### config.mk
export PLATFORM = sky130hd
export DESIGN_NAME = fdiv_top
export DESIGN_NICKNAME = d
export VERILOG_FILES = /design/src/hw/fdiv_ctrl_pkg.sv /design/src/hw/fp_fmt_pkg.sv /design/src/hw/fdiv_classify.sv /design/src/hw/fdiv_mant_divider.sv /design/src/hw/fdiv_round_pack.sv /design/src/hw/fdiv_top.sv
export SDC_FILE = /design/constraint.sdc
export NUM_CORES = 1
export LEC_CHECK = 0
export BUFFER_PORTS_ARGS = -buffer_cell sky130_fd_sc_hd__buf_2
export CAP_MARGIN = 20
export CORE_UTILIZATION = 50
export CTS_CLUSTER_DIAMETER = 200
export CTS_CLUSTER_SIZE = 16
export DETAILED_ROUTE_END_ITERATION = 12
export PLACE_DENSITY_LB_ADDON = 0.25
export SLEW_MARGIN = 25
export SYNTH_ARGS = -nofsm -noshare
export SYNTH_HDL_FRONTEND = slang
export SYNTH_SLANG_ARGS = --single-unit
### constraint.sdc
create_clock -name clk -period 6.9 [get_ports clk]
set_input_delay 1.035 -clock clk [delete_from_list [all_inputs] [get_ports clk]]
set_output_delay 1.035 -clock clk [all_outputs]
set_load 0.05 [all_outputs]
### src/hw/fdiv_ctrl_pkg.sv
/*
 * Divider control types: FSM states, rounding modes, exception
 * flags and the quotient bit count
 */
`default_nettype none

package fdiv_ctrl_pkg;

  // 24 significand bits, then guard, round and one sticky position
  localparam int div_iters = 27;

  typedef enum logic [2:0] {
    idle,
    unpack,
    divide,
    finish,
    done
  } fdiv_state_e;

  // Codes above rmm fall back to truncation
  typedef enum logic [2:0] {
    rne = 3'd0,
    rtz = 3'd1,
    rdn = 3'd2,
    rup = 3'd3,
    rmm = 3'd4
  } round_mode_e;

  typedef struct packed {
    logic nv;
    logic dz;
    logic of;
    logic uf;
    logic nx;
  } fp_flags_t;

endpackage

`default_nettype wire

### src/hw/fp_fmt_pkg.sv
/*
 * Single-precision format constants, packed word layout and
 * unpacked operand record
 */
`default_nettype none

package fp_fmt_pkg;

  // ========================================
  // Field layout
  // ========================================
  localparam int exp_w   = 8;
  localparam int man_w   = 23;
  localparam int bias    = 127;
  localparam int exp_max = 255;

  // Quiet NaN, positive sign, top fraction bit set
  localparam logic [31:0] canon_nan = 32'h7FC0_0000;

  // One encoded value
  typedef struct packed {
    logic             sign;
    logic [exp_w-1:0] exp;
    logic [man_w-1:0] frac;
  } fp_word_t;

  // ========================================
  // Operand after unpacking
  // ========================================
  typedef struct packed {
    logic             sign;
    logic [exp_w-1:0] exp;
    logic [man_w:0]   sig;      // Hidden bit on top
    logic             is_nan;
    logic             is_inf;
    logic             is_zero;  // Zero exponent, subnormals included
  } fp_unpacked_t;

endpackage

`default_nettype wire

### src/hw/fdiv_classify.sv
/*
 * Operand unpacking, class detection and special-case result
 * selection for the divider
 */
`timescale 1ns/1ps
`default_nettype none

module fdiv_classify (
  input  fp_fmt_pkg::fp_word_t     a,
  input  fp_fmt_pkg::fp_word_t     b,
  output fp_fmt_pkg::fp_unpacked_t ua,
  output fp_fmt_pkg::fp_unpacked_t ub,
  output logic                     special_hit,
  output fp_fmt_pkg::fp_word_t     special_result,
  output fdiv_ctrl_pkg::fp_flags_t special_flags
);

  logic                 res_sign;
  fp_fmt_pkg::fp_word_t inf_word;
  fp_fmt_pkg::fp_word_t zero_word;

  // Subnormals are flushed, so any zero exponent counts as zero
  function automatic fp_fmt_pkg::fp_unpacked_t unpack_op(input fp_fmt_pkg::fp_word_t w);
    fp_fmt_pkg::fp_unpacked_t u;
    logic                     exp_ones;
    logic                     exp_zero;
    exp_ones  = (w.exp == {fp_fmt_pkg::exp_w{1'b1}});
    exp_zero  = (w.exp == '0);
    u.sign    = w.sign;
    u.exp     = w.exp;
    u.sig     = {~exp_zero, w.frac};
    u.is_nan  = exp_ones && (w.frac != '0);
    u.is_inf  = exp_ones && (w.frac == '0);
    u.is_zero = exp_zero;
    return u;
  endfunction

  assign ua = unpack_op(a);
  assign ub = unpack_op(b);

  assign res_sign  = ua.sign ^ ub.sign;
  assign inf_word  = {res_sign, {fp_fmt_pkg::exp_w{1'b1}}, {fp_fmt_pkg::man_w{1'b0}}};
  assign zero_word = {res_sign, {fp_fmt_pkg::exp_w{1'b0}}, {fp_fmt_pkg::man_w{1'b0}}};

  // Priority order matters, NaN first and divide by zero last
  always_comb begin
    special_hit    = 1'b1;
    special_result = zero_word;
    special_flags  = '0;
    if (ua.is_nan || ub.is_nan) begin
      special_result   = fp_fmt_pkg::canon_nan;
      special_flags.nv = 1'b1;
    end else if ((ua.is_inf && ub.is_inf) || (ua.is_zero && ub.is_zero)) begin
      special_result   = fp_fmt_pkg::canon_nan;
      special_flags.nv = 1'b1;
    end else if (ua.is_inf) begin
      special_result = inf_word;
    end else if (ub.is_inf) begin
      special_result = zero_word;
    end else if (ua.is_zero) begin
      special_result = zero_word;
    end else if (ub.is_zero) begin
      special_result   = inf_word;
      special_flags.dz = 1'b1;
    end else begin
      special_hit = 1'b0;
    end
  end

endmodule

`default_nettype wire

### src/hw/fdiv_mant_divider.sv
/*
 * Restoring radix-2 significand divider, one quotient bit per
 * cycle, with remainder and iteration counter
 */
`timescale 1ns/1ps
`default_nettype none

module fdiv_mant_divider (
  input  logic                                clk,
  input  logic                                reset_n,
  input  logic                                load,
  input  logic [fp_fmt_pkg::man_w:0]          dividend_sig,
  input  logic [fp_fmt_pkg::man_w:0]          divisor_sig,
  output logic [fdiv_ctrl_pkg::div_iters-1:0] quotient,
  output logic                                rem_nonzero,
  output logic                                q_valid
);

  typedef logic [$clog2(fdiv_ctrl_pkg::div_iters+1)-1:0] count_t;

  // Remainder is one bit wider than the operands to hold the shift
  logic [fp_fmt_pkg::man_w+1:0]        rem_q;
  logic [fp_fmt_pkg::man_w+1:0]        rem_diff;
  logic [fp_fmt_pkg::man_w+1:0]        rem_step;
  logic [fp_fmt_pkg::man_w:0]          div_q;
  logic [fdiv_ctrl_pkg::div_iters-1:0] quo_q;
  count_t                              count_q;
  logic                                stepping;
  logic                                q_bit;

  assign stepping = (count_q != '0);

  // ========================================
  // One restoring step
  // ========================================
  always_comb begin
    rem_diff = rem_q - {1'b0, div_q};
    q_bit    = (rem_q >= {1'b0, div_q});
    rem_step = q_bit ? rem_diff : rem_q;
  end

  // Iteration counter
  always_ff @(posedge clk or negedge reset_n) begin
    if (!reset_n) begin
      count_q <= '0;
    end else if (load) begin
      count_q <= count_t'(fdiv_ctrl_pkg::div_iters);
    end else if (stepping) begin
      count_q <= count_q - count_t'(1);
    end
  end

  // Working registers
  always_ff @(posedge clk) begin
    if (load) begin
      rem_q <= {1'b0, dividend_sig};
      div_q <= divisor_sig;
      quo_q <= '0;
    end else if (stepping) begin
      // Top bit of the step result is always clear here
      rem_q <= {rem_step[fp_fmt_pkg::man_w:0], 1'b0};
      quo_q <= {quo_q[fdiv_ctrl_pkg::div_iters-2:0], q_bit};
    end
  end

  // High in the cycle whose edge writes the last bit
  assign q_valid     = (count_q == count_t'(1));
  assign quotient    = quo_q;
  assign rem_nonzero = (rem_q != '0);

endmodule

`default_nettype wire

### src/hw/fdiv_round_pack.sv
/*
 * Quotient normalization, exponent range check, rounding in five
 * modes and packing of the final word and flags
 */
`timescale 1ns/1ps
`default_nettype none

module fdiv_round_pack (
  input  logic [fdiv_ctrl_pkg::div_iters-1:0] quotient,
  input  logic                                rem_nonzero,
  input  logic                                sign,
  input  logic signed [fp_fmt_pkg::exp_w+1:0] exp_diff,
  input  fdiv_ctrl_pkg::round_mode_e          mode,
  output fp_fmt_pkg::fp_word_t                packed_word,
  output fdiv_ctrl_pkg::fp_flags_t            flags
);

  logic [fdiv_ctrl_pkg::div_iters-1:0] q_norm;
  logic signed [fp_fmt_pkg::exp_w+1:0] exp_n;
  logic signed [fp_fmt_pkg::exp_w+1:0] exp_r;
  logic [fp_fmt_pkg::man_w-1:0]        frac;
  logic [fp_fmt_pkg::man_w:0]          frac_r;
  logic                                guard;
  logic                                round;
  logic                                sticky;
  logic                                inexact;
  logic                                round_up;
  logic                                carry;

  // ========================================
  // Normalize by at most one position
  // ========================================
  always_comb begin
    if (quotient[fdiv_ctrl_pkg::div_iters-1]) begin
      q_norm = quotient;
      exp_n  = exp_diff;
    end else begin
      q_norm = quotient << 1;
      exp_n  = exp_diff - (fp_fmt_pkg::exp_w+2)'(1);
    end
  end

  // Hidden bit sits at the top, then 23 fraction bits, G, R and S
  assign frac    = q_norm[fdiv_ctrl_pkg::div_iters-2:3];
  assign guard   = q_norm[2];
  assign round   = q_norm[1];
  assign sticky  = q_norm[0] | rem_nonzero;
  assign inexact = guard | round | sticky;

  // Decision is applied in this same cycle
  always_comb begin
    case (mode)
      fdiv_ctrl_pkg::rne: round_up = guard & (round | sticky | frac[0]);
      fdiv_ctrl_pkg::rtz: round_up = 1'b0;
      fdiv_ctrl_pkg::rdn: round_up = sign & inexact;
      fdiv_ctrl_pkg::rup: round_up = ~sign & inexact;
      fdiv_ctrl_pkg::rmm: round_up = guard;
      default:            round_up = 1'b0;
    endcase
  end

  // All-ones fraction plus one carries into the exponent
  assign frac_r = {1'b0, frac} + {{fp_fmt_pkg::man_w{1'b0}}, round_up};
  assign carry  = frac_r[fp_fmt_pkg::man_w];
  assign exp_r  = exp_n + $signed({{(fp_fmt_pkg::exp_w+1){1'b0}}, carry});

  // ========================================
  // Range check and packing
  // ========================================
  always_comb begin
    flags = '0;
    if (exp_r >= (fp_fmt_pkg::exp_w+2)'(fp_fmt_pkg::exp_max)) begin
      packed_word = {sign, {fp_fmt_pkg::exp_w{1'b1}}, {fp_fmt_pkg::man_w{1'b0}}};
      flags.of    = 1'b1;
      flags.nx    = 1'b1;
    end else if (exp_n < (fp_fmt_pkg::exp_w+2)'(1)) begin
      // Below normal range, flushed to signed zero
      packed_word = {sign, {fp_fmt_pkg::exp_w{1'b0}}, {fp_fmt_pkg::man_w{1'b0}}};
      flags.uf    = 1'b1;
      flags.nx    = 1'b1;
    end else begin
      packed_word = {sign, exp_r[fp_fmt_pkg::exp_w-1:0], frac_r[fp_fmt_pkg::man_w-1:0]};
      flags.nx    = inexact;
    end
  end

endmodule

`default_nettype wire

### src/hw/fdiv_top.sv
/*
 * Single-precision divider top level: operand capture, control FSM,
 * result and flag registers, classify, divide and round stages
 */
`timescale 1ns/1ps
`default_nettype none

module fdiv_top (
  input  logic                       clk,
  input  logic                       reset_n,
  input  logic                       start,
  input  fdiv_ctrl_pkg::round_mode_e rounding_mode,
  input  fp_fmt_pkg::fp_word_t       operand_a,
  input  fp_fmt_pkg::fp_word_t       operand_b,
  output logic                       busy,
  output logic                       done,
  output fp_fmt_pkg::fp_word_t       result,
  output fdiv_ctrl_pkg::fp_flags_t   flags
);

  fdiv_ctrl_pkg::fdiv_state_e          state_q;
  fdiv_ctrl_pkg::fdiv_state_e          state_d;
  fp_fmt_pkg::fp_word_t                a_q;
  fp_fmt_pkg::fp_word_t                b_q;
  fdiv_ctrl_pkg::round_mode_e          mode_q;

  fp_fmt_pkg::fp_unpacked_t            ua;
  fp_fmt_pkg::fp_unpacked_t            ub;
  logic                                special_hit;
  fp_fmt_pkg::fp_word_t                special_result;
  fdiv_ctrl_pkg::fp_flags_t            special_flags;

  logic                                load;
  logic [fdiv_ctrl_pkg::div_iters-1:0] quotient;
  logic                                rem_nonzero;
  logic                                q_valid;

  logic                                res_sign;
  logic signed [fp_fmt_pkg::exp_w+1:0] exp_diff;
  fp_fmt_pkg::fp_word_t                rp_word;
  fdiv_ctrl_pkg::fp_flags_t            rp_flags;
  logic                                accept;

  assign accept = (state_q == fdiv_ctrl_pkg::idle) && start;

  // Operands stay put for the whole operation
  always_ff @(posedge clk) begin
    if (accept) begin
      a_q    <= operand_a;
      b_q    <= operand_b;
      mode_q <= rounding_mode;
    end
  end

  // ========================================
  // Control FSM
  // ========================================
  always_comb begin
    state_d = state_q;
    load    = 1'b0;
    case (state_q)
      fdiv_ctrl_pkg::idle: begin
        if (start) begin
          state_d = fdiv_ctrl_pkg::unpack;
        end
      end
      fdiv_ctrl_pkg::unpack: begin
        if (special_hit) begin
          state_d = fdiv_ctrl_pkg::done;
        end else begin
          state_d = fdiv_ctrl_pkg::divide;
          load    = 1'b1;
        end
      end
      fdiv_ctrl_pkg::divide: begin
        if (q_valid) begin
          state_d = fdiv_ctrl_pkg::finish;
        end
      end
      fdiv_ctrl_pkg::finish: state_d = fdiv_ctrl_pkg::done;
      fdiv_ctrl_pkg::done:   state_d = fdiv_ctrl_pkg::idle;
      default:               state_d = fdiv_ctrl_pkg::idle;
    endcase
  end

  always_ff @(posedge clk or negedge reset_n) begin
    if (!reset_n) begin
      state_q <= fdiv_ctrl_pkg::idle;
      result  <= '0;
      flags   <= '0;
    end else begin
      state_q <= state_d;
      if ((state_q == fdiv_ctrl_pkg::unpack) && special_hit) begin
        result <= special_result;
        flags  <= special_flags;
      end else if (state_q == fdiv_ctrl_pkg::finish) begin
        result <= rp_word;
        flags  <= rp_flags;
      end
    end
  end

  assign busy = (state_q != fdiv_ctrl_pkg::idle) && (state_q != fdiv_ctrl_pkg::done);
  assign done = (state_q == fdiv_ctrl_pkg::done);

  // Sign and biased exponent, two extra bits for under and overrange
  assign res_sign = ua.sign ^ ub.sign;
  assign exp_diff = $signed({2'b00, ua.exp}) - $signed({2'b00, ub.exp})
                  + (fp_fmt_pkg::exp_w+2)'(fp_fmt_pkg::bias);

  // ========================================
  // Datapath stages
  // ========================================
  fdiv_classify u_classify (
    .a              (a_q),
    .b              (b_q),
    .ua             (ua),
    .ub             (ub),
    .special_hit    (special_hit),
    .special_result (special_result),
    .special_flags  (special_flags)
  );

  fdiv_mant_divider u_mant_div (
    .clk          (clk),
    .reset_n      (reset_n),
    .load         (load),
    .dividend_sig (ua.sig),
    .divisor_sig  (ub.sig),
    .quotient     (quotient),
    .rem_nonzero  (rem_nonzero),
    .q_valid      (q_valid)
  );

  fdiv_round_pack u_round_pack (
    .quotient    (quotient),
    .rem_nonzero (rem_nonzero),
    .sign        (res_sign),
    .exp_diff    (exp_diff),
    .mode        (mode_q),
    .packed_word (rp_word),
    .flags       (rp_flags)
  );

endmodule

`default_nettype wire

* Yosys cells after proc, flatten, opt, wreduce, memory -nomap -nowiden
Index checks and enable logic that the tools add are counted.
** Word-level totals
- Register bits :: 188
- Input port bits :: 70
- Output and inout port bits :: 39
- Word-level logic and storage cells :: 125
** Cells by class
- $add $sub $neg :: 7
- Order comparisons :: 3
- Equality and inequality tests :: 13
- Muxes and demuxes :: 44
- Bitwise logic cells :: 12
- Reduce and logical (&&, ||, !) cells :: 25
** Operators by type and width (count)
- $mux W31 :: 6
- $mux W32 :: 4
- $mux W24 :: 3
- $logic_not A23 Y1 :: 2
- $reduce_bool A23 Y1 :: 2
- $mux W26 :: 1
- $ge A25 B24 Y1 :: 1
- $reduce_bool A25 Y1 :: 1
- $add A23 B1 Y24 :: 1
- $sub A24 B24 Y24 :: 1
- $mux W1 :: 20
- $mux W5 :: 4
- $eq A8 B8 Y1 const B :: 2
- $logic_not A8 Y1 :: 2
- $eq A3 B2 Y1 const B :: 4
- $pmux W3 S4 :: 1
- $add A10 B2 Y10 :: 1
- $add A9 B8 Y10 const B :: 1
- $ge A10 B9 Y1 const B :: 1
- $lt A10 B2 Y1 const B :: 1
- $mux W10 :: 1
- $sub A10 B2 Y10 const B :: 1
- $logic_and A1 B1 Y1 :: 9
- $mux W3 :: 3
- 18 further kinds :: 31

* Depth between registers and ports, before layout
Gate-level depths: netlist of the first run.
- Depth after elaboration :: 12
- Mapped depth :: 27

* Cells and area by module
A second synthesis of the first run with hierarchy kept.
** Second synthesis, totals
- Cells, all modules :: 1250
- Area total of the unflattened synthesis :: 12026.5 µm²
** By module, submodules not included
- fdiv_mant_divider :: instances 1, cells an instance 488, area an instance 4580.6 µm², sequential area each 2127.0 µm²
- fdiv_top :: instances 1, cells an instance 333, area an instance 4506.8 µm², sequential area each 3012.9 µm²
- fdiv_round_pack :: instances 1, cells an instance 285, area an instance 1901.8 µm², sequential area each 0.0 µm²
- fdiv_classify :: instances 1, cells an instance 144, area an instance 1037.2 µm², sequential area each 0.0 µm²

* Worst setup path after synthesis of the first run
OpenSTA, ideal clock, no wires.
- Kind :: input port to flip-flop
- Start :: in start
- End :: reg a_q[0] (netlist name), enable pin
- Library setup time :: 0.588 ns
- Arrival :: 5.878 ns
- Path slack :: 0.433 ns
- Cell stages on the path :: 1
- Buffers on the path :: 0
- Cell sequence :: nor3b_1
** Between the ends
- Word-level cells in the longest chain between the ends :: 1
** Ends and longest elaborated chain
- from (decl) :: line fdiv_top.sv:11 : input logic start,
- $logic_and A1 B1 Y1 :: line fdiv_top.sv:44 : assign accept = (state_q == fdiv_ctrl_pkg::idle) && start;
- to (signal assigned) :: line fdiv_top.sv:49 : a_q <= operand_a;
- to (decl) :: line fdiv_top.sv:23 : fp_fmt_pkg::fp_word_t a_q;
No other way between the ends.
A chain may end at the register's enable or synchronous reset.

* Final worst setup path of the first run
- Start :: reg u_mant_div.quo_q, in the netlist u_mant_div.quotient[26]
- End :: reg result[29] (netlist name)
** Between the ends
- Word-level cells in the longest chain between the ends :: 12
** Ends and longest elaborated chain
- from (decl) :: line fdiv_mant_divider.sv:26 : logic [fdiv_ctrl_pkg::div_iters-1:0] quo_q;
- from (signal assigned) :: line fdiv_mant_divider.sv:62 : quo_q <= {quo_q[fdiv_ctrl_pkg::div_iters-2:0], q_bit};
- $mux W26 :: line fdiv_round_pack.sv:34 : if (quotient[fdiv_ctrl_pkg::div_iters-1]) begin
- $or A1 B1 Y1 :: line fdiv_round_pack.sv:47 : assign sticky = q_norm[0] | rem_nonzero;
- $or A1 B1 Y1 (2 in series) :: line fdiv_round_pack.sv:53 : fdiv_ctrl_pkg::rne: round_up = guard & (round | sticky | frac[0]);
- $and A1 B1 Y1 :: line fdiv_round_pack.sv:53
- $pmux W1 S4 :: line fdiv_round_pack.sv:52 : case (mode)
- $add A23 B1 Y24 :: line fdiv_round_pack.sv:63 : assign frac_r = {1'b0, frac} + {{fp_fmt_pkg::man_w{1'b0}}, round_up};
- $add A10 B2 Y10 :: line fdiv_round_pack.sv:65 : assign exp_r = exp_n + $signed({{(fp_fmt_pkg::exp_w+1){1'b0}}, carry});
- $ge A10 B9 Y1 or $mux W31 (tied branches) :: line fdiv_round_pack.sv:72, fdiv_round_pack.sv:76
- $mux W31 * :: line fdiv_round_pack.sv:72 : if (exp_r >= (fp_fmt_pkg::exp_w+2)'(fp_fmt_pkg::exp_max)) begin
- $mux W32 * :: line fdiv_top.sv:96 : end else if (state_q == fdiv_ctrl_pkg::finish) begin
- $mux W32 * :: line fdiv_top.sv:93 : if ((state_q == fdiv_ctrl_pkg::unpack) && special_hit) begin
- to (signal assigned) :: line fdiv_top.sv:94 : result <= special_result;
- to (signal assigned) :: line fdiv_top.sv:97 : result <= rp_word;
- to (decl) :: line fdiv_top.sv:17 : output fp_fmt_pkg::fp_word_t result,
Every way passes the cells marked *; elsewhere a longest branch is shown, timed or not. The select of a mux whose other input is x is not followed.

==> flow_summary.toml, run 1 <==
[layout]
syn_to_final_growth_pct = 13.3
finish.utilization_pct = 58.7
final_cell_mix = "nand2_1, edfxtp_1, buf_2"
diodes = 0
fillers = 1678
mostFrequentLayoutCell = "nand2_1"
fin_nets = 1232
drive_above_1_share_pct = 14.8
postLayoutCellArea_sq_um = 11600

[routing]
drc = 0
viasPerCell = 5.87
dr.first_iter.drc_count = 649
wire_per_inst_um = 17.3
antenna_left = 0
drtPass1Iterations = 6
vias = 8196
drt-total-wl_um = 24200

[place]
dp_hpwl_um = 17200
port_buffers = 108
place_area_sq_um = 11000
routabilityCongestion = 0.892

[power]
p_sw_share_pct = 44.4
p_per_area_nw_per_um2 = 510
p_sw_uw = 2620
power_frac_clock_pct = 16.4
p_leak_uw = 0.00476
combPwrFrac_pct = 49.9
ir_drop_uv = 265
internal_power_uw = 3280
seqPwrFrac_pct = 33.7

[sta]
post-route-min-period_ps = 5680
rsz0062_at_grt = "no"
setup_viol_count_final = 0
worstMarginPinSlew_ps = 989
slew_headroom_pct = 33.9
finalHoldViolations = 0
slew_violations = 0
finalSetupTns_ps = 0
clock_skew_ps = 10.2
fmax_mhz = 176
final.period_utilization_pct = 82.4

[flow_run]
cap_viol_max_count = 0

[grt]
antenna_found_initial = 0
grt_pass1_vias = 7784
grt_use_total_pct = 23.5
grt.overflow.total = 0
grt_pass1_wl_um = 39800
grt_max_degree = 59

[clocking]
clk_pin_slew_ps = 70
clock_path_buffers = 2
root_buffer = "clkbuf_16"
cts_resized = 0
cts_made_buffers = 17
clock_latency_ps = 430
hold_buffers = 0
postCtsSetupRepairBufs = 0
cts_sinks = 188
cts_max_level = 4
cts_tree = "yes"

[synthesis]
syn_nets = 1139
async_flop_share_pct = 23.9
ys_warn_count = 0
avgSynthCellArea_sq_um = 9.96
synth-edff-count = 115
ys_ff_latch = 188
yosysSeqAreaShare_pct = 50.3
synthFlopType = "edfxtp_1"
synth_area_leaders = "edfxtp_1, dfrtp_1, nand2_1, dfxtp_1, ha_1"
synth_top_cell_by_area = "edfxtp_1"
ys_types = 68
synth_cells = 1026
synth_top_area_share_pct = 33.8
syn_area_sq_um = 10200

[floorplan]
fp.coreArea_sq_um = 19700
io_pins = 109
die_x_um = 145
row_count = 51
dieArea_sq_um = 21000
chipHeight_um = 145
start_util_pct = 51.8

[worst_setup_path]
critPathCaptureType = "register"
crit_arrival_ps = 5990
crit_required_ps = 7210
startpoint_type = "register"
worstSetupPathType = "register to register"
crit_fanout = 19

[status]
status = "completed"

[worst_hold_path]
min_path_type = "register to register"
[stage by stage]
step,worst slack [ps],total power [uW],instances,hold WS (ps)
5_1_grt,762,6300,1396,469
3_3_place_gp,1530,4850,1365,432
3_5_place_dp,1340,4890,1365,436
4_1_cts,1280,5890,1396,452
2_1_floorplan,433,4210,1026,427
6_report,1220,5900,1396,449
[logic make-up (layout without fill, tap and decap cells)]
family                   after synthesis  after routing  share of synthesized area [%]
flip-flops                           188            188                           50.3
buffers and inverters                107            212                           4.10
AND/OR/NAND/NOR                      366            366                           17.1
adder cells (fa/ha/maj)               43             43                           5.41
XOR/XNOR                              52             52                           4.53
multiplexers                          11             11                           1.10
AO/OA/AOI/OAI                        259            259                           17.4
[routing by layer]
layer  routed length (um)  track usage (%)  share of wire [%]
met4                  504             7.50                2.1
met2                11200             37.2                 46
met5                    0                0                  0
met1                11300             32.5                 47
met3                 1260             4.28                5.2
[power groups by stage]
stage / clock network (uW) / logic (uW) / registers, uW
after floorplan: 0 / 2020 / 2190
after global placement: 0 / 2860 / 1990
after detailed placement: 0 / 2890 / 2000
after CTS: 985 / 2920 / 1980
after global routing: 1020 / 3240 / 2040
final: 968 / 2950 / 1990
[worst max-delay path, stage by stage (launching register included)]
cell and delay (ps):
dfxtp_2 550, a211oi_1 130, nand4_1 160, nor2_1 80, a211oi_1 210, nor2_1 60
a21oi_1 120, ha_1 210, nand3_1 100, a21oi_1 250, nor3b_1 550, and4_1 340
and3_1 240, nand4_1 150, nor3b_1 290, and3_1 250, ha_1 180, ha_1 200
and3_1 260, nand2_1 160, o311ai_0 500, o211ai_2 240, a221o_1 320
[worst paths after layout]
check                                                          start                             to  slack (ps)  depth (start not counted)
worst max-delay path            u_mant_div.quotient[26]$_SDFFE_PP0P_         result[29]$_DFFE_PN0N_        1220                         22
worst min-delay path                                b_q[6]$_DFFE_PP_  u_mant_div.div_q[6]$_DFFE_PP_         450                          0
worst max register to register  u_mant_div.quotient[26]$_SDFFE_PP0P_         result[29]$_DFFE_PN0N_        1220                         22
worst min register to register                      b_q[6]$_DFFE_PP_  u_mant_div.div_q[6]$_DFFE_PP_         450                          0
max in group asynchronous                                    reset_n         result[23]$_DFFE_PN0N_        5880                          1
min in group asynchronous                                    reset_n         result[18]$_DFFE_PN0N_         610                          1
[cells in the mapped netlist (all sizes together) (24+ instances only)]
cell type	instances
o21ai	31
nor2	54
nand2	161
dfxtp	28
xnor2	33
dfrtp	45
inv	63
ha	41
edfxtp	115
a21oi	80
a31oi	24
clkbuf	37
[layout make-up]
type / instances / area [sq um] / area share, %
Multi-Input combinational cell: 731 / 4670 / 40.4
Clock inverter: 12 / 140 / 1.21
Clock buffer: 19 / 433 / 3.74
Inverter: 63 / 236 / 2.04
Timing Repair Buffer: 118 / 618 / 5.34
Tap cell: 265 / 332 / 2.87
Sequential cell: 188 / 5140 / 44.4
[registers in the layout, summed over array words and instances (netlist names)]
signal and count:
result 32, u_mant_div.quotient 27, mode_q 3, flags 5, b_q 32, u_mant_div.count_q 5
u_mant_div.div_q 24, a_q 32, state_q 3, u_mant_div.rem_q 25
Note: power is estimated with default switching activity, not from simulation.
==> inputs of run 2 (changes only) <==
==> constraint.sdc (replaced) <==
create_clock -name clk -period 5.3 [get_ports clk]
set_input_delay 0.795 -clock clk [delete_from_list [all_inputs] [get_ports clk]]
set_output_delay 0.795 -clock clk [all_outputs]
set_load 0.05 [all_outputs]
==> flow_summary.toml, run 2 (synthesis gave the netlist of run 1 again) <==
[layout]
reg_top3 = "a_q (32), b_q (32), result (32)"
multi_input_area_sq_um = 4720
finish.utilization_pct = 59.1
register_area_sq_um = 5140
fin_nets = 1235
syn_to_final_growth_pct = 14.1
drive_above_1_share_pct = 16.0
final_cell_mix = "nand2_1, edfxtp_1, buf_2"
mostFrequentLayoutCell = "nand2_1"
diodes = 0
fillers = 1663

[clocking]
cts_made_buffers = 17
cts_max_level = 4
clock_latency_ps = 440
hold_buffers = 0
clock_path_buffers = 2
cts_sinks = 188
clk_pin_slew_ps = 80
root_buffer = "clkbuf_16"
cts_tree = "yes"

[floorplan]
dieArea_sq_um = 21000
chipHeight_um = 145
row_count = 51
io_pins = 109
die_x_um = 145
start_util_pct = 51.8
fp.coreArea_sq_um = 19700

[worst_setup_path]
crit_arrival_ps = 5140
crit_top_cell = "ha_1"
critPathCaptureType = "register"
critical_path.cell_chain = "xor2_2 > xnor2_1 > nor3b_2 > o21ai_0 > a21oi_1 > ha_1 > nand3_1 > a21oi_2 > nor3b_4 > and4_1 > and3_2 > nand4_1 > nor3b_2 > and3_1 > ha_1 > ha_1 > and3_2 > nand2_1 > inv_1 > o211ai_2 > nor4b_4 > buf_6 > a221o_1"
worstSetupPathType = "register to register"
rrSetupSlack_ps = 480
crit_required_ps = 5620
r2r_end = "result[22]$_DFFE_PN0N_"
worst_path_max_delay_cell = "edfxtp_1"
cp_num_buf_inv = 2
startpoint_type = "register"
regToRegStartpoint = "b_q[31]$_DFFE_PP_"
critPathTopFamily = "simple AND/OR/NAND/NOR gates"
crit_fanout = 24
r2r_cells = 23
slowest_delay_ps = 410

[flow_run]
cap_viol_max_count = 0

[routing]
dr.first_iter.drc_count = 637
drt-total-wl_um = 23500
drtPass1Iterations = 5
vias = 8099
antenna_left = 0
drc = 0
wire_per_inst_um = 16.8
viasPerCell = 5.79

[status]
status = "completed"

[place]
dp_hpwl_um = 16800
port_buffers = 108
routabilityCongestion = 0.924

[grt]
grt_pass1_vias = 7612
grt_pass1_wl_um = 38900
grt_use_total_pct = 23.0
antenna_found_initial = 0
grt_max_degree = 62
grt.overflow.total = 0

[sta]
finalHoldViolations = 0
rsz0062_at_grt = "no"
final.period_utilization_pct = 91.0
slew_headroom_pct = 35.4
post-route-min-period_ps = 4820
finalSetupTns_ps = 0
setup_viol_count_final = 0
slew_violations = 0
worstMarginPinSlew_ps = 966
clock_skew_ps = 13.4
fmax_mhz = 207

[power]
p_leak_uw = 0.00480
p_per_area_nw_per_um2 = 659
ir_drop_uv = 295

[worst_hold_path]
min_path_type = "input port to async pin"
## run 2: metal layers
| metal | wire length (um) | GRT usage, % |
|---|---|---|
| met1 | 11300 | 32.2 |
| met2 | 10500 | 35.7 |
| met4 | 491 | 7.55 |
| met3 | 1230 | 4.78 |
| met5 | 0 | 0 |
## run 2: worst max path at each step
stage          cells after the start                endpoint                            startpoint
5_1_grt                           23  result[22]$_DFFE_PN0N_                     b_q[31]$_DFFE_PP_
3_3_place_gp                      23  result[22]$_DFFE_PN0N_                     b_q[31]$_DFFE_PP_
3_5_place_dp                      23  result[22]$_DFFE_PN0N_                     b_q[31]$_DFFE_PP_
2_1_floorplan                     23  result[23]$_DFFE_PN0N_  u_mant_div.quotient[26]$_SDFFE_PP0P_
4_1_cts                           23  result[22]$_DFFE_PN0N_                     b_q[31]$_DFFE_PP_
6_report                          23  result[22]$_DFFE_PN0N_                     b_q[31]$_DFFE_PP_
## run 2: cell type report
class | count | share of cell area, %
tap | 265 | 2.84
clock buffer | 17 | 3.65
inverter | 63 | 2.03
clock inverter | 15 | 1.33
multi-input combinational | 731 | 40.5
sequential | 188 | 44.1
timing repair buffer | 121 | 5.53
## run 2: power breakdown
part	internal, uW	total, uW	switching (uW)
logic	1390	3830	2440
clock network	666	1270	603
registers	2180	2580	393
total	4240	7680	3430
## run 2: what timing repair did
action,in CTS,in global routing
resized for setup,0,10
setup endpoints to repair,0,33
setup buffers,0,2
## run 2: metrics by stage
step | hold slack (ps) | instance area (sq um) | total power [uW] | cells | worst slack [ps]
2_1_floorplan | 427 | 10200 | 5470 | 1026 | 9.88
3_3_place_gp | 435 | 11000 | 6320 | 1366 | 428
3_5_place_dp | 436 | 11000 | 6350 | 1366 | 211
4_1_cts | 456 | 11600 | 7650 | 1398 | 205
5_1_grt | 412 | 11700 | 8220 | 1400 | 24.3
6_report | 370 | 11700 | 7680 | 1400 | 478
## run 2: worst reg2reg max path, cell delays in order (launching register included)
cell	delay, ps
edfxtp_1	410
xor2_2	200
xnor2_1	140
nor3b_2	190
o21ai_0	130
a21oi_1	160
ha_1	210
nand3_1	120
a21oi_2	210
nor3b_4	230
and4_1	250
and3_2	230
nand4_1	170
nor3b_2	260
and3_1	220
ha_1	180
ha_1	180
and3_2	230
nand2_1	140
inv_1	120
o211ai_2	90
nor4b_4	170
buf_6	190
a221o_1	300
